==> config.mk <==
export PLATFORM = sky130hd
export DESIGN_NAME = asg_ext_trig
export DESIGN_NICKNAME = d
export VERILOG_FILES = /design/src/logic/asg_timing_pkg.sv /design/src/logic/asg_ext_trig.sv
export SDC_FILE = /design/constraint.sdc
export NUM_CORES = 1
export LEC_CHECK = 0
export ABC_AREA = 1
export BUFFER_PORTS_ARGS = -buffer_cell sky130_fd_sc_hd__buf_2
export CELL_PAD_IN_SITES_DETAIL_PLACEMENT = 0
export CELL_PAD_IN_SITES_GLOBAL_PLACEMENT = 1
export CORE_MARGIN = 1.5
export CORE_UTILIZATION = 50
export DETAILED_ROUTE_END_ITERATION = 16
export PLACE_DENSITY_LB_ADDON = 0.1
export SLEW_MARGIN = 10
export SYNTH_ARGS = -nofsm -noshare
export SYNTH_HDL_FRONTEND = slang
export SYNTH_SLANG_ARGS = --single-unit
==> constraint.sdc <==
create_clock -name dac_clk_i -period 4.5 [get_ports dac_clk_i]
set_input_delay 0.9 -clock dac_clk_i [delete_from_list [all_inputs] [get_ports dac_clk_i]]
set_output_delay 0.9 -clock dac_clk_i [all_outputs]
set_load 0.03 [all_outputs]
==> src/logic/asg_timing_pkg.sv <==
// ASG channel sequencing definitions
// burst FSM states and default timing constants

package asg_timing_pkg;

  typedef enum logic [1:0] {
    ST_IDLE,   // waiting for trigger
    ST_RUN,    // stepping through table
    ST_HOLD    // burst done, waiting for repeat
  } burst_state_e;

  localparam int DEF_TICK_DIV = 125;    // cycles per us at 125 MHz
  localparam int DEF_DEBOUNCE = 62500;  // ~0.5 ms lockout
  localparam int DLY_PIPE     = 4;      // pointer to dac_o latency

endpackage

==> src/logic/asg_ext_trig.sv <==
// ASG external trigger input
// 3-flop synchronizer, per-edge lockout debounce, edge pulses

module asg_ext_trig #(
  parameter int DEBOUNCE = asg_timing_pkg::DEF_DEBOUNCE
) (
  input  logic dac_clk_i,
  input  logic dac_rstn_i,
  input  logic trig_ext_i,
  output logic ext_pos_o,   // accepted rising edge
  output logic ext_neg_o    // accepted falling edge
);

  localparam int CW = $clog2(DEBOUNCE + 1);

  logic [2:0]    sync;            // sync chain, [2] oldest
  logic [1:0]    edge_seen;       // [0] rise, [1] fall
  logic [CW-1:0] lock [2];        // lockout per direction
  logic [1:0]    lvl  [2];        // sampled level history

  assign edge_seen[0] =  sync[1] && !sync[2];
  assign edge_seen[1] = !sync[1] &&  sync[2];

  always_ff @(posedge dac_clk_i) begin
    if (!dac_rstn_i) begin
      sync <= '0;
      for (int i = 0; i < 2; i++) begin
        lock[i] <= '0;
        lvl[i]  <= '0;
      end
    end else begin
      sync <= {sync[1:0], trig_ext_i};
      for (int i = 0; i < 2; i++) begin
        // start lockout on the first edge, ignore bounces after it
        if (lock[i] == '0 && edge_seen[i])
          lock[i] <= CW'(DEBOUNCE);
        else if (lock[i] != '0)
          lock[i] <= lock[i] - 1'b1;
        lvl[i][1] <= lvl[i][0];
        if (lock[i] == '0)
          lvl[i][0] <= sync[1];   // frozen while locked
      end
    end
  end

  assign ext_pos_o = (lvl[0] == 2'b01);
  assign ext_neg_o = (lvl[1] == 2'b10);

endmodule

==> results.toml, run 1 <==
[min_path]
min_path_type = "reg -> reg"
number_of_cells_on_the_worst_hold_path = 2
holdPathEnd = "sync[1]"
hold_start = "sync[0]"

[final_layout]
nets = 300
final_cell_count_no_fill = 348
multi_input_comb_area_um2 = 958.4
drive_above_1_share_pct = 8.446
fill_cells = 431
sequential_cell_area_mm2 = 0.001141
diodes_inserted = 0
syn2layout_area_growth_pct = 7.927

[route]
drc = 0
detail_route.wl_per_cell_um = 11.82
drt.antenna.violating_nets = 0
detailedRoute.firstPassIterationCount = 4
mean_number_of_vias_per_cell = 4.845
vias = 1686
detail_route.iter0.violations = 77
drt_wl_total_um = 4112

[grt]
overflow = 0
grt_first_pass_wirelength_um = 7224
grt_util_met1_pct = 23.56
globalRouteTotalUtil_pct = 18.67
grt_max_degree = 17
busiest_layer = "met2"
via_count_of_the_first_global_routing_pass = 1664
grt_util_met2_pct = 32.17
grt_antenna_before_repair = 0
grt_use_met3_pct = 4.329

[sta]
rsz_0062_raised_after_global_routing = "false"
hold_viol = 0
fmax_mhz = 449.9
skew_ps = 14.02
fin_crit_ps = 2223
setup_viol_count_final = 0
final_min_period_over_clock_period_pct = 49.39
slew_headroom_pct = 53.05
setup_slack_ps = 2277
setup-tns-final_ps = 0
max_slew.worst_pin.slew_ps = 702.5
maxSlewViolCount = 0

[placed_design]
gpl_wtd_cong = 0.7858
pre_cts_slack_ps = 2208
detailedPlacementHpwl_um = 2998
dpl.cell_count = 340
place.port_buffers = 4

[floorplan]
die_width_um = 70.19
io_pins = 5
fp.dieArea_mm2 = 0.004927
start_util_pct = 51.84
core_mm2 = 0.004354
placementRows = 24
die_height_um = 70.19

[worst_setup_path]
worst_ep_required_time_ps = 4540
worst-path-stages = 9
setup.worst_path.end_class = "flop"
worstPathCellList = "inv_1 > ha_1 > nand3_1 > nor2_1 > nand2_1 > nand2_1 > inv_1 > nand2_1 > nand2_1"
crit_path_top_delay_cell = "edfxtp_1"
reg2reg_depth = 9
reg2reg_setup_slack_ps = 2280
crit_path_start_kind = "flop"
critPathBufInv = 2
worst_ep_arrival_time_ps = 2260
critical_path.top_delay_family = "simple AND/OR/NAND/NOR gates"
timing.critical_path.mode_cell = "nand2_1"
critical_register_to_register_path_startpoint = "lock[1][0]"
setup.worst_path.class = "reg -> reg"
cp_max_fo = 11
r2r_end = "lock[1][13]"
crit_path_max_cell_delay_ps = 390

[synth]
synth_top_area_cell = "edfxtp_1"
synth.yosys.seq_area_share_pct = 50.55
synth.most_common_cell = "nand2_1"
synth_enable_flop_cells = 36
synth.top_cells.by_count = "nand2_1 (82), nor2_1 (67), edfxtp_1 (36), inv_1 (36)"
fraction_of_synthesis_flops_using_an_asynchronous_set_or_reset_pin_pct = 0
syn_area_per_cell_um2 = 7.892
netlist_area_mm2 = 0.002257
synthesis.instances = 286
synth_top_cell_area_share_pct = 47.89
synth.lib_cells_used.distinct = 27
ys_seq_elements = 39
ys.warnings.count = 0
synthTopCellsByArea = "edfxtp_1 (48%), nand2_1 (14%), nor2_1 (11%)"
ys.flop_type = "edfxtp_1"

[power]
vdd_ir_drop_max_mv = 0.2042
switching_share_pct = 30.88
leakagePower_nw = 1.121
powerDensity_mw_per_mm2 = 415.4
power.internal_uw = 699.3
power_switching_uw = 312.5
comb_power_share_pct = 22.1
power.sequential.fraction_pct = 48.9
clock_share_of_power_pct = 29.0

[cts]
cts.path.max_buffers = 2
post_cts_setup_inserts = 0
cts.sinks = 39
clock_latency_on_the_worst_skew_pair_ps = 290
tritoncts = "built"
cts_buffers = 5
holdBufCountCts = 0
cts_max_level = 2
ctsResizeCount = 0
clock_tree.root_cell = "clkbuf_8"
clkSlewWorstSetupHoldPaths_ps = 90

[run_status]
status = "finished clean"

[job]
maxCapViolCount = 0
## worst register-to-register path, cell delays in order (launching register included)
cell	delay, ps
edfxtp_1	390
inv_1	110
ha_1	210
nand3_1	160
nor2_1	180
nand2_1	100
nand2_1	370
inv_1	270
nand2_1	130
nand2_1	60
## sequential cells by signal, summed over array words and instances, names as in the netlist
signal  count
sync        3
lock       32
lvl         4
## layout make-up
cell class	count	area share, %
inverter	37	5.701
tap	52	2.671
timing repair buffer	4	0.8218
clock buffer	5	2.825
sequential	39	46.84
clock inverter	3	1.798
multi-input combinational	208	39.34
## cells in the final DEF (no fill, tap or decap)
cell	Yosys	routed
nor2_4	2	2
conb_1	1	2
nor2_2	2	2
nand2_2	4	4
inv_1	36	36
clkbuf_8	0	5
clkinv_2	0	1
edfxtp_1	36	36
buf_2	0	4
nand4_1	3	3
nand2_1	82	82
xor2_1	5	5
or2_2	2	2
clkinv_4	0	1
xnor2_1	4	4
or3_1	1	1
inv_2	1	1
a21oi_1	11	11
ha_1	2	2
o21bai_4	1	1
o21ai_0	3	3
nor2_1	67	67
and3_1	1	1
dfxtp_1	3	3
nand2_4	1	1
nand3b_1	3	3
nand3_1	11	11
or2_0	1	1
bufinv_16	0	1
## power groups by stage
stage               Sequential [mW]  Combinational [mW]  Clock [mW]
detailed placement            0.502               0.225           0
floorplan                     0.491               0.187           0
CTS                           0.495               0.226       0.300
global route                  0.503               0.264       0.310
global placement              0.502               0.225           0
finish                        0.495               0.223       0.294
## cells by family (layout without fill, tap and decap cells)
group,Yosys count,in the layout,share of synthesized area [%]
and+or+nand+nor,180,180,33.59
buffers and inverters,40,49,7.151
DFF,39,39,50.55
AOI/OAI and AO/OA,15,15,3.935
xor gates and xnor gates,9,9,3.492
adders and majority gates,2,2,1.108
other,1,2,0.1661
## routing by layer
layer | part of all wire (%) | vias up
met5 | 0 | -
met4 | 1.3 | 0
met3 | 2.1 | 5
met2 | 49 | 15
met1 | 48 | 752
li1 | - | 914
## how the worst max path moves through the flow
stage,to,startpoint,slack [ps]
final,lock[1][13],lock[1][0],2280
after floorplan,lock[1][0],lock[1][0],2640
after CTS,lock[1][13],lock[1][0],2240
after global routing,lock[1][13],lock[1][0],1970
after global placement,lock[0][12],dac_rstn_i,2240
after detailed placement,lock[0][14],dac_rstn_i,2210
## metrics by stage
step | instance area [um2] | utilization (%) | hold slack (ps) | power [mW]
after detailed placement | 2323 | 53.36 | 395.4 | 0.7274
after CTS | 2436 | 55.95 | 408.8 | 1.021
final | 2436 | 55.95 | 404.5 | 1.012
after global routing | 2436 | 55.95 | 456.2 | 1.077
after global placement | 2323 | 53.36 | 395.3 | 0.7264
after floorplan | 2261 | - | 390.5 | 0.6782
(Power assumes the default switching activity.)
==> inputs of run 2 (changes only) <==
- CORE_UTILIZATION: 50 -> 42
- clock period: 4.5 -> 1.9 ns (I/O delays scaled with it)
==> run 2 against run 1 <==
Effect of this change: power increased to 2.5 times the previous value; wire length up 4.9%; utilization shrank 5.7 points; sequential share of layout area shrank 2.7 points; die area is 18% higher; final area rose by 6.0%; final cell count rose by 8.3%; sequential power increased by 140%; combinational power grew to 2.6 times the previous value; worst setup slack worse by 2100 ps; largest power group unchanged; highest routed layer unchanged.
==> results.toml, run 2 (synthesis gave the netlist of run 1 again) <==
[power]
vdd_ir_drop_max_mv = 0.4783
overall_power_consumption_mw = 2.570
powerDensity_mw_per_mm2 = 995.3
leakagePower_nw = 1.186

[route]
detail_route.iter0.violations = 91
drt.antenna.violating_nets = 0
vias = 1732
mean_number_of_vias_per_cell = 4.594
detailedRoute.firstPassIterationCount = 4
detail_route.wl_per_cell_um = 11.44
drt_wl_total_um = 4312
drc = 0

[grt]
globalRouteTotalUtil_pct = 15.91
grt_antenna_before_repair = 0
via_count_of_the_first_global_routing_pass = 1682
grt_max_degree = 17
overflow = 0
grt_first_pass_wirelength_um = 7334

[sta]
rsz_0062_raised_after_global_routing = "false"
fmax_mhz = 565.3
setup_viol_count_final = 0
fin_crit_ps = 1769
final_min_period_over_clock_period_pct = 93.10
holdWs_ps = 274.9
setup_slack_ps = 131.2
maxSlewViolCount = 0
setup-tns-final_ps = 0
skew_ps = 14.10
hold_viol = 0

[cts]
cts_max_level = 2
clkSlewWorstSetupHoldPaths_ps = 70
clock_tree.root_cell = "clkbuf_8"
clock_latency_on_the_worst_skew_pair_ps = 300
tritoncts = "built"
cts.sinks = 39
holdBufCountCts = 0
cts_buffers = 5
cts.path.max_buffers = 2

[worst_setup_path]
worst_ep_required_time_ps = 1940
cp_max_fo = 16
reg2reg_depth = 7
setup.worst_path.end_class = "flop"
r2r_end = "lock[1][0]"
setup.worst_path.class = "reg -> reg"
reg2reg_setup_slack_ps = 130
crit_path_start_kind = "flop"
worst_ep_arrival_time_ps = 1810
critical_register_to_register_path_startpoint = "lock[1][0]"

[final_layout]
layout_commonest_cell = "nand2_1"
top_regs = "lock x32, lvl x4, sync x3"
multi_input_comb_area_um2 = 963.4
fill_cells = 545
largest_register_ffs = 32
syn2layout_area_growth_pct = 14.41
final_cell_count_no_fill = 377
drive_above_1_share_pct = 12.70
diodes_inserted = 0
sequential_cell_area_mm2 = 0.001141
fin_area_mm2 = 0.002582
finalCoreUtilization_pct = 50.24
nets = 311
largest_register = "lock"
layout_common_cells = "nand2_1 (82), nor2_1 (66), edfxtp_1 (36)"

[min_path]
hold_start = "trig_ext_i"
min_path_type = "in -> reg"
number_of_cells_on_the_worst_hold_path = 3
holdPathEnd = "sync[0]"

[floorplan]
fp.dieArea_mm2 = 0.005823
start_util_pct = 43.91
die_width_um = 76.31
core_mm2 = 0.005140
placementRows = 26
die_height_um = 76.31
io_pins = 5

[job]
maxCapViolCount = 0

[run_status]
status = "finished clean"

[placed_design]
detailedPlacementHpwl_um = 3155
place.port_buffers = 4
cell_area_after_placement_mm2 = 0.002434
pre_cts_slack_ps = 56.92
dpl.cell_count = 368
gpl_wtd_cong = 0.7864
run 2: worst max path at each step:
| stage | from | to | slack [ps] | cells past startpoint |
|---|---|---|---|---|
| final | lock[1][0] | lock[1][0] | 130 | 7 |
| after global routing | lock[1][0] | lock[1][15] | 10 | 7 |
| after CTS | lock[1][0] | lock[1][3] | 40 | 7 |
| after detailed placement | lock[1][0] | lock[1][15] | 60 | 7 |
| after global placement | lock[1][0] | lock[1][15] | 110 | 7 |
| after floorplan | lock[1][0] | lock[1][0] | 40 | 6 |
run 2: final cells by class:
| cell class | count | share of cell area (%) |
|---|---|---|
| clock buffers | 6 | 2.810 |
| clock inverters | 2 | 2.326 |
| inverters | 37 | 5.378 |
| multi-input cells | 208 | 37.31 |
| flip-flops and latches | 39 | 44.19 |
| well taps | 70 | 3.391 |
| repair buffers | 15 | 4.603 |
run 2: worst max-delay path, stage by stage (launching register included):
cell      delay, ps
edfxtp_1        400
inv_2            90
ha_2            200
nand3_1         110
nor2_2          140
nand2_1          90
or3_1           330
buf_6           180
run 2: timing repair:
item,4_1_cts,5_1_grt
gates resized for setup,0,5
setup buffers,0,1
endpoints found under the hold margin,0,0
setup endpoints to repair,0,26
run 2: report_power, final:
group          internal (mW)  switching (mW)  total [mW]  leakage [nW]
logic                  0.231           0.351       0.582         0.698
registers               1.07          0.0947        1.17         0.423
clock network          0.525           0.294       0.820        0.0654
run 2: routing by layer:
layer	up-vias	track usage [%]	wire, um
met1	781	19.17	2003
li1	936	-	-
met3	6	3.593	97
met4	0	5.556	63
met2	9	27.86	2149
met5	-	0	0
==> inputs of run 3 (changes only) <==
- CELL_PAD_IN_SITES_DETAIL_PLACEMENT: 0 -> unset
- CELL_PAD_IN_SITES_GLOBAL_PLACEMENT: 1 -> unset
- CORE_UTILIZATION: 42 -> 50
- PLACE_DENSITY: unset -> 0.68
- PLACE_DENSITY_LB_ADDON: 0.1 -> unset
==> run 3 against run 2 <==
Effect of this change: first-iteration DRC count down 29%; highest routed layer unchanged; critical path type unchanged; largest power group unchanged; non-clock buffer count down 5; clock-buffer cell count down 1.
==> results.toml, run 3 (synthesis gave the netlist of run 1 again) <==
[run_status]
status = "finished clean"

[route]
drt.antenna.violating_nets = 0
detail_route.wl_per_cell_um = 11.00
drc = 0
detail_route.iter0.violations = 65
mean_number_of_vias_per_cell = 4.915
detailedRoute.firstPassIterationCount = 4
drt_wl_total_um = 3893
vias = 1740

[cts]
cts.sinks = 39
cts_buffers = 5
clkSlewWorstSetupHoldPaths_ps = 80
holdBufCountCts = 0
tritoncts = "built"
cts_max_level = 2
cts.path.max_buffers = 2
clock_tree.root_cell = "clkbuf_8"
post_cts_setup_inserts = 0
clock_latency_on_the_worst_skew_pair_ps = 290

[worst_setup_path]
worst_ep_arrival_time_ps = 1860
worstPathCellList = "inv_2 > ha_2 > nand3_1 > nor2_2 > nand2_1 > or3_1 > buf_6"
cp_max_fo = 16
crit_path_max_cell_delay_ps = 410
worst_ep_required_time_ps = 1950
setup.worst_path.end_class = "flop"
setup.worst_path.class = "reg -> reg"
crit_path_top_delay_cell = "edfxtp_1"
crit_path_start_kind = "flop"

[placed_design]
dpl.cell_count = 346
place.port_buffers = 4
detailedPlacementHpwl_um = 2903
pre_cts_slack_ps = 68.97
gpl_wtd_cong = 0.8019

[final_layout]
top_regs = "lock x32, lvl x4, sync x3"
finalCoreUtilization_pct = 56.98
layout_commonest_cell = "nand2_1"
largest_register_ffs = 32
nets = 306
fill_cells = 413
drive_above_1_share_pct = 11.92
diodes_inserted = 0
syn2layout_area_growth_pct = 9.922
layout_common_cells = "nand2_1 (82), nor2_1 (66), edfxtp_1 (36)"
largest_register = "lock"
final_cell_count_no_fill = 354

[sta]
fin_crit_ps = 1810
fmax_mhz = 552.4
final_min_period_over_clock_period_pct = 95.27
hold_viol = 0
setup_viol_count_final = 0
holdWs_ps = 267.2
maxSlewViolCount = 0
skew_ps = 4.953
setup_slack_ps = 89.82

[grt]
grt_antenna_before_repair = 0
globalRouteTotalUtil_pct = 17.88
via_count_of_the_first_global_routing_pass = 1675
grt_first_pass_wirelength_um = 6934
grt_max_degree = 17
overflow = 0

[job]
maxCapViolCount = 0

[floorplan]
fp.dieArea_mm2 = 0.004927
core_mm2 = 0.004354
io_pins = 5
start_util_pct = 51.84
die_height_um = 70.19
die_width_um = 70.19
placementRows = 24

[power]
leakagePower_nw = 1.135
powerDensity_mw_per_mm2 = 918.3
vdd_ir_drop_max_mv = 0.5893

[min_path]
min_path_type = "in -> reg"
run 3: report_power, final:
group	switching (mW)	total [mW]	internal, mW
combinational	0.341	0.558	0.217
sequential	0.0943	1.17	1.07
clock	0.296	0.551	0.255
run 3: worst max-delay path, delay by kind of cell, from the launching register on:
| family | cells | cell delay (ps) |
|---|---|---|
| flops | 1 | 410 |
| simple gates | 4 | 690 |
| buf+inv | 2 | 270 |
| fa+ha+maj | 1 | 190 |
run 3: what timing repair did:
action / 4_1_cts / 5_1_grt
endpoints found under the hold margin: 0 / 0
resized for setup: 0 / 6
endpoints found under the setup margin: 0 / 46
run 3: cell type report:
class / count / area, um2 / share of cell area, %
clock buffer: 5 / 68.82 / 2.774
clock inverter: 3 / 20.02 / 0.8069
inverter: 37 / 138.9 / 5.598
multi-input combinational: 208 / 965.9 / 38.93
sequential: 39 / 1141 / 45.99
tap: 52 / 65.06 / 2.622
timing repair buffer: 10 / 81.33 / 3.278
run 3: per-stage QoR:
| stage | setup TNS [ps] | power (mW) | area, um2 |
|---|---|---|---|
| after floorplan | 0 | 1.606 | 2261 |
| after global placement | 0 | 1.733 | 2381 |
| after detailed placement | 0 | 1.739 | 2381 |
| after CTS | 0 | 2.303 | 2470 |
| after global routing | -616.3 | 2.444 | 2481 |
| final | 0 | 2.279 | 2481 |
run 3: worst paths after layout:
check                                start           to  slack [ps]  depth (start not counted)
worst min-delay path            trig_ext_i      sync[0]         270                          3
worst max-delay path            lock[1][0]  lock[1][13]          90                          7
worst min register to register     sync[0]      sync[1]         430                          2
worst max register to register  lock[1][0]  lock[1][13]          90                          7
run 3: per-layer routing:
layer  global-route usage, %  part of all wire (%)  vias to the layer above
met5                       0                     0                        -
li1                        -                     -                      927
met1                   22.00                    45                      783
met2                   30.05                    49                       19
met4                   7.479                   3.0                        0
met3                   4.329                   2.2                       11
