### config.mk
export PLATFORM = sky130hd
export DESIGN_NAME = asg_burst_fsm_flat
export DESIGN_NICKNAME = d
export VERILOG_FILES = /design/src/logic/asg_types_pkg.sv /design/src/logic/asg_timing_pkg.sv /design/src/logic/asg_cfg_if.sv /design/src/logic/asg_burst_fsm.sv /design/src/flat_wrapper.sv
export SDC_FILE = /design/constraint.sdc
export NUM_CORES = 1
export LEC_CHECK = 0
export ABC_CLOCK_PERIOD_IN_PS = 4400
export BUFFER_PORTS_ARGS = -buffer_cell sky130_fd_sc_hd__buf_2
export CORE_ASPECT_RATIO = 0.9
export CORE_MARGIN = 10
export CORE_UTILIZATION = 40
export DETAILED_ROUTE_END_ITERATION = 8
export GPL_TIMING_DRIVEN = 0
export SLEW_MARGIN = 20
export SYNTH_ARGS = -nofsm -noshare
export SYNTH_HDL_FRONTEND = slang
export SYNTH_SLANG_ARGS = --single-unit
### constraint.sdc
create_clock -name dac_clk_i -period 4.4 [get_ports dac_clk_i]
set_clock_uncertainty 0.15 [all_clocks]
set_input_delay 0.44 -clock dac_clk_i [delete_from_list [all_inputs] [get_ports dac_clk_i]]
set_output_delay 0.44 -clock dac_clk_i [all_outputs]
set_load 0.05 [all_outputs]
### src/logic/asg_types_pkg.sv
// ASG channel data types and register map
// sample, amplitude, count and bus word widths plus CTRL bit positions

package asg_types_pkg;

  typedef logic signed [13:0] sample_t;   // DAC / table sample
  typedef logic        [13:0] amp_t;      // 0x2000 is unity gain
  typedef logic        [15:0] cnt16_t;    // cycle and repetition counts
  typedef logic        [31:0] dly_t;      // delay in us ticks
  typedef logic        [31:0] wb_data_t;  // Wishbone data word

  localparam int PNT_FRAC = 16;           // pointer fraction bits

  // register word indices
  localparam int REG_CTRL = 0;
  localparam int REG_SIZE = 1;
  localparam int REG_STEP = 2;
  localparam int REG_OFS  = 3;
  localparam int REG_AMP  = 4;
  localparam int REG_DC   = 5;
  localparam int REG_LAST = 6;
  localparam int REG_NCYC = 7;
  localparam int REG_RNUM = 8;
  localparam int REG_RDLY = 9;
  localparam int REG_RPNT = 10;           // read only

  // CTRL bit positions
  localparam int CTRL_RST    = 0;
  localparam int CTRL_WRAP   = 1;
  localparam int CTRL_ZERO   = 2;
  localparam int CTRL_RGATE  = 3;
  localparam int CTRL_SRC_LO = 4;
  localparam int CTRL_SRC_HI = 6;
  localparam int CTRL_SWTRIG = 8;         // write-only pulse

  typedef enum logic [2:0] {
    TRIG_NONE    = 3'd0,
    TRIG_SW      = 3'd1,
    TRIG_EXT_POS = 3'd2,
    TRIG_EXT_NEG = 3'd3
  } trig_src_e;

endpackage

### src/logic/asg_timing_pkg.sv
// ASG channel sequencing definitions
// burst FSM states and default timing constants

package asg_timing_pkg;

  typedef enum logic [1:0] {
    ST_IDLE,   // waiting for trigger
    ST_RUN,    // stepping through table
    ST_HOLD    // burst done, waiting for repeat
  } burst_state_e;

  localparam int DEF_TICK_DIV = 125;    // cycles per us at 125 MHz
  localparam int DEF_DEBOUNCE = 62500;  // ~0.5 ms lockout
  localparam int DLY_PIPE     = 4;      // pointer to dac_o latency

endpackage

### src/logic/asg_cfg_if.sv
// ASG channel configuration bundle
// register block drives it, sequencer and output stage read it

interface asg_cfg_if #(
  parameter int RSZ = 14
);
  import asg_types_pkg::*;

  typedef logic [RSZ+PNT_FRAC-1:0] pnt_t;

  pnt_t      size, step, ofs;     // fixed point table geometry
  logic      wrap, rst, zero, rgate;
  trig_src_e src;
  logic      sw_trig;             // one-cycle pulse
  cnt16_t    ncyc, rnum;
  dly_t      rdly;
  amp_t      amp;
  sample_t   dc, last;

  modport regs (output size, step, ofs, wrap, rst, zero, rgate, src, sw_trig,
                       ncyc, rnum, rdly, amp, dc, last);
  modport seq  (input  size, step, ofs, wrap, rst, zero, rgate, src, sw_trig,
                       ncyc, rnum, rdly);
  modport out  (input  amp, dc, last, zero);

endinterface

### src/logic/asg_burst_fsm.sv
// ASG channel sequencer
// trigger select, burst/repeat FSM, delay ticks, fixed point read pointer
// and last-value hold timing

module asg_burst_fsm #(
  parameter int RSZ      = 14,
  parameter int TICK_DIV = asg_timing_pkg::DEF_TICK_DIV
) (
  input  logic           dac_clk_i,
  input  logic           dac_rstn_i,
  input  logic           ext_pos_i,
  input  logic           ext_neg_i,
  input  logic           trig_ext_i,    // raw level, for gated repeats
  asg_cfg_if.seq         cfg_i,
  output logic [RSZ-1:0] rd_idx_o,
  output logic           hold_last_o,
  output logic           trig_done_o
);
  import asg_types_pkg::*;
  import asg_timing_pkg::*;

  typedef logic [RSZ+PNT_FRAC-1:0] pnt_t;

  localparam int            TW        = $clog2(TICK_DIV + 1);
  localparam logic [TW-1:0] TICK_LAST = TW'(TICK_DIV - 1);

  burst_state_e          state;
  pnt_t                  pnt, pnt_prev;
  logic [RSZ+PNT_FRAC:0] npnt, npnt_sub;   // one extra bit for the sign
  logic                  past_end, run, trig_in, dac_trig, start;
  logic                  rep_on, trig_r, not_burst, gate_off;
  cnt16_t                cyc_cnt, rep_cnt;
  dly_t                  dly_cnt;
  logic [TW-1:0]         tick;
  logic [DLY_PIPE-2:0]   run_sr;           // run history for hold alignment

  assign run       = (state == ST_RUN);
  assign npnt      = {1'b0, pnt} + {1'b0, cfg_i.step};
  assign npnt_sub  = npnt - {1'b0, cfg_i.size} - 1'b1;
  assign past_end  = !npnt_sub[RSZ+PNT_FRAC];   // next step beyond size
  assign dac_trig  = (!rep_on && trig_in) || (rep_on && |rep_cnt && dly_cnt == '0);
  assign start     = dac_trig && !run;
  assign not_burst = (cfg_i.ncyc == '0) && (cfg_i.rnum == '0);   // continuous
  assign gate_off  = (cfg_i.src == TRIG_EXT_POS && !trig_ext_i) ||
                     (cfg_i.src == TRIG_EXT_NEG &&  trig_ext_i);
  assign rd_idx_o  = pnt[RSZ+PNT_FRAC-1:PNT_FRAC];

  // --------------------------------------------------
  // trigger select, FSM and counters
  always_ff @(posedge dac_clk_i) begin
    if (!dac_rstn_i) begin
      state       <= ST_IDLE;
      trig_in     <= 1'b0;
      trig_done_o <= 1'b0;
      trig_r      <= 1'b0;
      rep_on      <= 1'b0;
      cyc_cnt     <= '0;
      rep_cnt     <= '0;
      dly_cnt     <= '0;
      tick        <= '0;
      pnt         <= '0;
      pnt_prev    <= '0;
    end else begin
      case (cfg_i.src)
        TRIG_SW:      trig_in <= cfg_i.sw_trig;
        TRIG_EXT_POS: trig_in <= ext_pos_i;
        TRIG_EXT_NEG: trig_in <= ext_neg_i;
        default:      trig_in <= 1'b0;
      endcase
      trig_done_o <= start && !cfg_i.rst;   // one pulse per burst start

      if (cfg_i.rst)
        state <= ST_IDLE;
      else begin
        case (state)
          ST_IDLE: if (dac_trig) state <= ST_RUN;
          ST_RUN:  if (!dac_trig && cyc_cnt == 16'd1 && past_end) state <= ST_HOLD;
          ST_HOLD: if (dac_trig) state <= ST_RUN;
          default: state <= ST_IDLE;
        endcase
      end

      // repetition mode flag
      if (dac_trig && !cfg_i.rst)
        rep_on <= 1'b1;
      else if (cfg_i.rst || rep_cnt == '0)
        rep_on <= 1'b0;

      // 1 us tick, restarted by each run
      if (run || tick == TICK_LAST)
        tick <= '0;
      else
        tick <= tick + 1'b1;

      // delay between repeats
      if (cfg_i.rst || run)
        dly_cnt <= cfg_i.rdly;
      else if (|dly_cnt && tick == TICK_LAST)
        dly_cnt <= dly_cnt - 1'b1;

      // repeats left, loaded on the first trigger
      if (trig_in && !run)
        rep_cnt <= cfg_i.rnum;
      else if (!cfg_i.rgate && |rep_cnt && rep_on && start)
        rep_cnt <= rep_cnt - 1'b1;
      else if (cfg_i.rgate && gate_off)
        rep_cnt <= '0;

      // table passes, a pass ends when the pointer goes backwards
      pnt_prev <= pnt;
      trig_r   <= dac_trig;
      if (dac_trig)
        cyc_cnt <= cfg_i.ncyc;
      else if (!trig_r && |cyc_cnt && (pnt_prev > pnt))
        cyc_cnt <= cyc_cnt - 1'b1;

      // read pointer
      if (cfg_i.rst || start)
        pnt <= cfg_i.ofs;
      else if (run) begin
        if (!past_end)
          pnt <= npnt[RSZ+PNT_FRAC-1:0];
        else if (cfg_i.wrap)
          pnt <= npnt_sub[RSZ+PNT_FRAC-1:0];   // keep fraction across wrap
        else
          pnt <= cfg_i.ofs;
      end
    end
  end

  // --------------------------------------------------
  // last value hold, lined up with the output pipe
  always_ff @(posedge dac_clk_i) begin
    if (!dac_rstn_i) begin
      run_sr      <= '0;
      hold_last_o <= 1'b0;
    end else begin
      run_sr <= {run_sr[DLY_PIPE-3:0], run};
      if ((hold_last_o && dly_cnt == '0 && |rep_cnt) || cfg_i.zero ||
          cfg_i.rst || not_burst)
        hold_last_o <= 1'b0;                   // next repeat or mode change
      else if (run_sr[DLY_PIPE-2] && !run_sr[DLY_PIPE-3])
        hold_last_o <= 1'b1;                   // end of run reached the mux
    end
  end

endmodule

### src/flat_wrapper.sv
// flat-port wrapper written by rule: the top's interface ports become plain ports
module asg_burst_fsm_flat import asg_types_pkg::*; import asg_timing_pkg::*;
#(
  parameter int RSZ      = 14,
  parameter int TICK_DIV = asg_timing_pkg::DEF_TICK_DIV
)
  (dac_clk_i, dac_rstn_i, ext_pos_i, ext_neg_i, trig_ext_i, rd_idx_o, hold_last_o, trig_done_o, cfg_i_size, cfg_i_step, cfg_i_ofs, cfg_i_wrap, cfg_i_rst, cfg_i_zero, cfg_i_rgate, cfg_i_src, cfg_i_sw_trig, cfg_i_ncyc, cfg_i_rnum, cfg_i_rdly);
  asg_cfg_if #(.RSZ(RSZ)) cfg_i_i ();
  input  logic dac_clk_i;
  input  logic dac_rstn_i;
  input  logic ext_pos_i;
  input  logic ext_neg_i;
  input  logic trig_ext_i;
  output logic [RSZ-1:0] rd_idx_o;
  output logic hold_last_o;
  output logic trig_done_o;
  input wire logic [$bits(cfg_i_i.size)-1:0] cfg_i_size;
  input wire logic [$bits(cfg_i_i.step)-1:0] cfg_i_step;
  input wire logic [$bits(cfg_i_i.ofs)-1:0] cfg_i_ofs;
  input wire logic [$bits(cfg_i_i.wrap)-1:0] cfg_i_wrap;
  input wire logic [$bits(cfg_i_i.rst)-1:0] cfg_i_rst;
  input wire logic [$bits(cfg_i_i.zero)-1:0] cfg_i_zero;
  input wire logic [$bits(cfg_i_i.rgate)-1:0] cfg_i_rgate;
  input wire logic [$bits(cfg_i_i.src)-1:0] cfg_i_src;
  input wire logic [$bits(cfg_i_i.sw_trig)-1:0] cfg_i_sw_trig;
  input wire logic [$bits(cfg_i_i.ncyc)-1:0] cfg_i_ncyc;
  input wire logic [$bits(cfg_i_i.rnum)-1:0] cfg_i_rnum;
  input wire logic [$bits(cfg_i_i.rdly)-1:0] cfg_i_rdly;
  assign cfg_i_i.size = cfg_i_size;
  assign cfg_i_i.step = cfg_i_step;
  assign cfg_i_i.ofs = cfg_i_ofs;
  assign cfg_i_i.wrap = cfg_i_wrap;
  assign cfg_i_i.rst = cfg_i_rst;
  assign cfg_i_i.zero = cfg_i_zero;
  assign cfg_i_i.rgate = cfg_i_rgate;
  assign cfg_i_i.src = cfg_i_src;
  assign cfg_i_i.sw_trig = cfg_i_sw_trig;
  assign cfg_i_i.ncyc = cfg_i_ncyc;
  assign cfg_i_i.rnum = cfg_i_rnum;
  assign cfg_i_i.rdly = cfg_i_rdly;
  asg_burst_fsm #(.RSZ(RSZ), .TICK_DIV(TICK_DIV)) u_core (.dac_clk_i(dac_clk_i), .dac_rstn_i(dac_rstn_i), .ext_pos_i(ext_pos_i), .ext_neg_i(ext_neg_i), .trig_ext_i(trig_ext_i), .cfg_i(cfg_i_i), .rd_idx_o(rd_idx_o), .hold_last_o(hold_last_o), .trig_done_o(trig_done_o));
endmodule
==> metrics.md <==
| Metric | Value |
|---|---|
| Status | `complete, but fails checks` |
| Failing checks | `negative setup slack` |
| Synthesis-to-layout area growth | `31.9%` |
| Die Area | `33,300 sq um` |
| Synth async-reset ratio | `0%` |
| Critical Path End Type | `flop` |
| Mapped Avg Cell Area | `between 7 and 8 sq um` |
| Worst hold stages | `2` |
| CP max stage cell | `a221oi_4` |
| H-tree levels | `4` |
| Leakage | `roughly 0.006 uW` |
| CP max FO | `10` |
| Routed WL | `around 39 mm` |
| Slew HR | `a little under a third` |
| First-pass GRT wire length | `between 60 and 70 mm` |
| DRC Markers | `0` |
| Sequential-to-total area share from yosys stat | `26.7%` |
| Clock Path Buffers | `2` |
| Top Family by Delay on Critical Path | `compound AO/OA/AOI/OAI gates` |
| WS Path Type | `flop to flop` |
| Endpoints failing setup | `32` |
| Detailed Place HPWL | `29.5 mm` |
| Vias in the first global route | `about 11,000` |
| FP Rows | `56` |
| Worst Reg-to-Reg Cells | `24` |
| GRT Util Overall | `between 20% and 30%` |
| Vias | `about 11,000` |
| Minimum clock period | `~4.8 ns` |
| CTS clk-pin slew, worst paths | `0.07 ns` |
| Wire per inst | `approximately 20 microns` |
| Cells after synthesis | `around 1,400` |
| Placeable Area | `roughly 26,000 sq um` |
| Dpl cell area | `12,000 sq um` |
| Synth top area share | `about a quarter` |
| IO Pins | `between 150 and 200` |
| Clock Root Buffer | `clkbuf_16` |
| Post-synth EDFFs | `0` |
| Yosys warning count | `0` |
| Pre-CTS WS | `-1.62 ns` |
| Main synth FF type | `dfxtp_1` |
| Avg Vias per Cell | `~5.7` |
| Count of input and output buffers | `180` |
| FF-to-FF Start | `u_core.pnt[0]` |
| Yosys cell types | `74` |
| CTS tree | `built` |
| Total congestion overflow | `0` |
| RSZ-0062 raised after global routing | `yes` |
| MaxCap Viol Count | `0` |
| CTS Buf Count | `17` |
| Max incr delay on CP | `around 0.36 ns` |
| Type of the tightest min-delay check | `primary input to flop` |
| Synth Register Bits | `141` |
| Element type at the critical path start | `flop` |
| Clk_lat worst skew | `between 0.4 and 0.5 ns` |
| Final Cell Area | `between 10,000 and 15,000 sq um` |
| Starting density of the core | `around two fifths` |
| Hold Path End | `u_core.trig_in` |
| Total power | `~6300 uW` |
| Worst Path Required | `around 4.5 ns` |
| Initial antenna violation count | `0` |
| DRT Pass-1 Iters | `5` |
| Period utilization | `109%` |
| Worst setup margin | `-0.408 ns` |
| CP cell instances | `ha_4 > inv_2 > fa_2 > nand2b_4 > a21oi_4 > or3b_4 > a21oi_4 > buf_12 > o21ai_4 > nand4_1 > a31oi_2 > xnor2_2 > ha_1 > a21o_1 > nor3_1 > o21ai_1 > a31oi_2 > o21ai_4 > buf_12 > xor2_4 > nor2_4 > buf_12 > a221oi_4 > a221oi_2` |
| Maximum vdd drop | `between 0.0003 and 0.0004 V` |
| Synth top area cells | `dfxtp_1, ha_1, nor2_1` |
| Yosys top cell by area | `dfxtp_1` |
| Die H | `roughly 170 microns` |
| Worst-Margin Slew | `1.05 ns` |
| Routability congestion estimate | `approximately 0.94` |
| FMAX | `just over 200 MHz` |
| Share of layout cells above drive strength 1 | `a little over a quarter` |
| Largest net degree at the start of global routing | `17` |
| R2R Setup Slk | `-0.41 ns` |
| Final hold slack | `roughly 0.042 ns` |
| Hold Vio Cnt, Final | `0` |
| WP buf/inv | `4` |
| 1st-iter DRT viols | `between 1,000 and 1,500` |
| Most frequent cell on the critical path | `buf_12` |
| Count of final max-slew check failures | `0` |
| Post-route ant nets | `0` |
| Min-delay src | `cfg_i_src[2]` |
| Syn_nets | `1,634` |
| Final core occ | `53.5%` |
| R2r endpoint | `u_core.pnt[20]` |
| Die W | `between 150 and 200 microns` |
| PD cells | `around 450 nW/um^2` |
| NumNets Final | `roughly 1,900` |
| CTS sink cnt | `141` |
| CP arrival | `approximately 4.9 ns` |
| Synthesized cell area | `approximately 11,000 sq um` |
placed cells by master, fill, tap and decap left out, types with 40 or more instances in the layout:
cell type and instances:
clkbuf_1 40, dfxtp_1 132, xnor2_1 50, buf_2 183, o21ai_0 56, nand2_1 80
a21oi_1 95, buf_4 53, inv_1 95, nor2_1 155, ha_1 79
per-stage QoR:
step	TNS [ns]	cells
final	-9.64	1983
after global routing	-14.83	1982
after CTS	-5.93	1972
after detailed placement	-42.82	1898
after global placement	-43.89	1897
after floorplan	0	1369
worst reg2reg max path: stages (launching register included):
cell and delay (ns):
dfxtp_2 0.35, ha_4 0.13, inv_2 0.03, fa_2 0.33, nand2b_4 0.16, a21oi_4 0.15
or3b_4 0.16, a21oi_4 0.05, buf_12 0.16, o21ai_4 0.17, nand4_1 0.15, a31oi_2 0.27
xnor2_2 0.12, ha_1 0.32, a21o_1 0.21, nor3_1 0.14, o21ai_1 0.11, a31oi_2 0.26
o21ai_4 0.12, buf_12 0.14, xor2_4 0.22, nor2_4 0.08, buf_12 0.17, a221oi_4 0.36
a221oi_2 0.10
repair_timing:
action                     in CTS  in global routing
hold endpoints to repair        0                  0
setup endpoints to repair      32                 32
gates cloned                    2                  1
hold buffers                    0                  0
buffers inserted               42                 13
gates resized for setup       139                 53
pin swaps                      56                 42
flip-flops by register name, summed over array words and instances (netlist names):
signal / flops
u_core.state: 2
u_core.run_sr: 3
u_core.rep_cnt: 16
u_core.dly_cnt: 32
u_core.trig_done_o: 1
u_core.tick: 7
u_core.pnt_prev: 30
u_core.trig_in: 1
u_core.cyc_cnt: 16
u_core.trig_r: 1
u_core.hold_last_o: 1
u_core.rep_on: 1
u_core.pnt: 30
layout make-up:
| type | count | area, sq um |
|---|---|---|
| diodes | 1 | 2.50 |
| flip-flops and latches | 141 | 2830 |
| inverters | 96 | 360 |
| repair buffers | 237 | 1470 |
| multi-input cells | 1062 | 7890 |
| plain buffers | 66 | 384 |
| clock buffers | 18 | 439 |
| well taps | 348 | 435 |
| fillers | 2568 | 12100 |
| clock inverters | 14 | 123 |
Yosys cell counts (all sizes together), types with 6 or more instances:
| master | number |
|---|---|
| a211oi | 36 |
| a21o | 29 |
| a21oi | 109 |
| a221oi | 32 |
| a22oi | 10 |
| a311oi | 15 |
| a31oi | 16 |
| and2 | 7 |
| and3 | 9 |
| buf | 23 |
| clkbuf | 47 |
| dfxtp | 141 |
| ha | 96 |
| inv | 96 |
| mux2i | 9 |
| nand2 | 88 |
| nand2b | 21 |
| nand3 | 39 |
| nand4 | 26 |
| nor2 | 160 |
| nor2b | 9 |
| nor3 | 34 |
| nor4 | 28 |
| o211ai | 10 |
| o21a | 11 |
| o21ai | 79 |
| o21bai | 6 |
| o31ai | 7 |
| or3 | 18 |
| or4 | 10 |
| xnor2 | 54 |
| xor2 | 32 |
power by group:
group          switching (uW)  internal, uW  leakage, uW  total [uW]
combinational            1900          1460      0.00450        3360
clock                     668           757     0.000265        1430
sequential                125          1420      0.00116        1550
metal layers:
layer / vias up / routed length (microns) / part of all wire [%] / global-route usage, %
li1: 5503 / - / - / -
met1: 5388 / 18600 / 47 / 32.0
met2: 439 / 17100 / 43 / 34.5
met3: 51 / 2770 / 7.0 / 3.56
met4: 0 / 861 / 2.2 / 6.54
met5: - / 0 / 0 / 0
cell families after synthesis:
family	count (synthesis)	synth area share [%]
adder cells (fa/ha/maj)	98	11.7
XOR/XNOR	86	7.13
AO/OA/AOI/OAI	399	25.1
AND/OR/NAND/NOR	468	21.6
buffers and inverters	166	6.64
multiplexers	11	1.07
flip-flops	141	26.7
worst max path at each step:
stage	start	endpoint	slack, ns	cells after the start
after floorplan	cfg_i_step[0]	u_core.pnt[29]	0.004	21
after global placement	cfg_i_step[2]	u_core.pnt[19]	-1.65	21
after detailed placement	cfg_i_step[2]	u_core.pnt[19]	-1.62	21
after CTS	u_core.pnt[0]	u_core.pnt[29]	-0.27	22
after global routing	u_core.pnt[0]	u_core.pnt[20]	-0.54	25
final	u_core.pnt[0]	u_core.pnt[20]	-0.41	24
No activity file was read; power rests on OpenSTA's default activity.
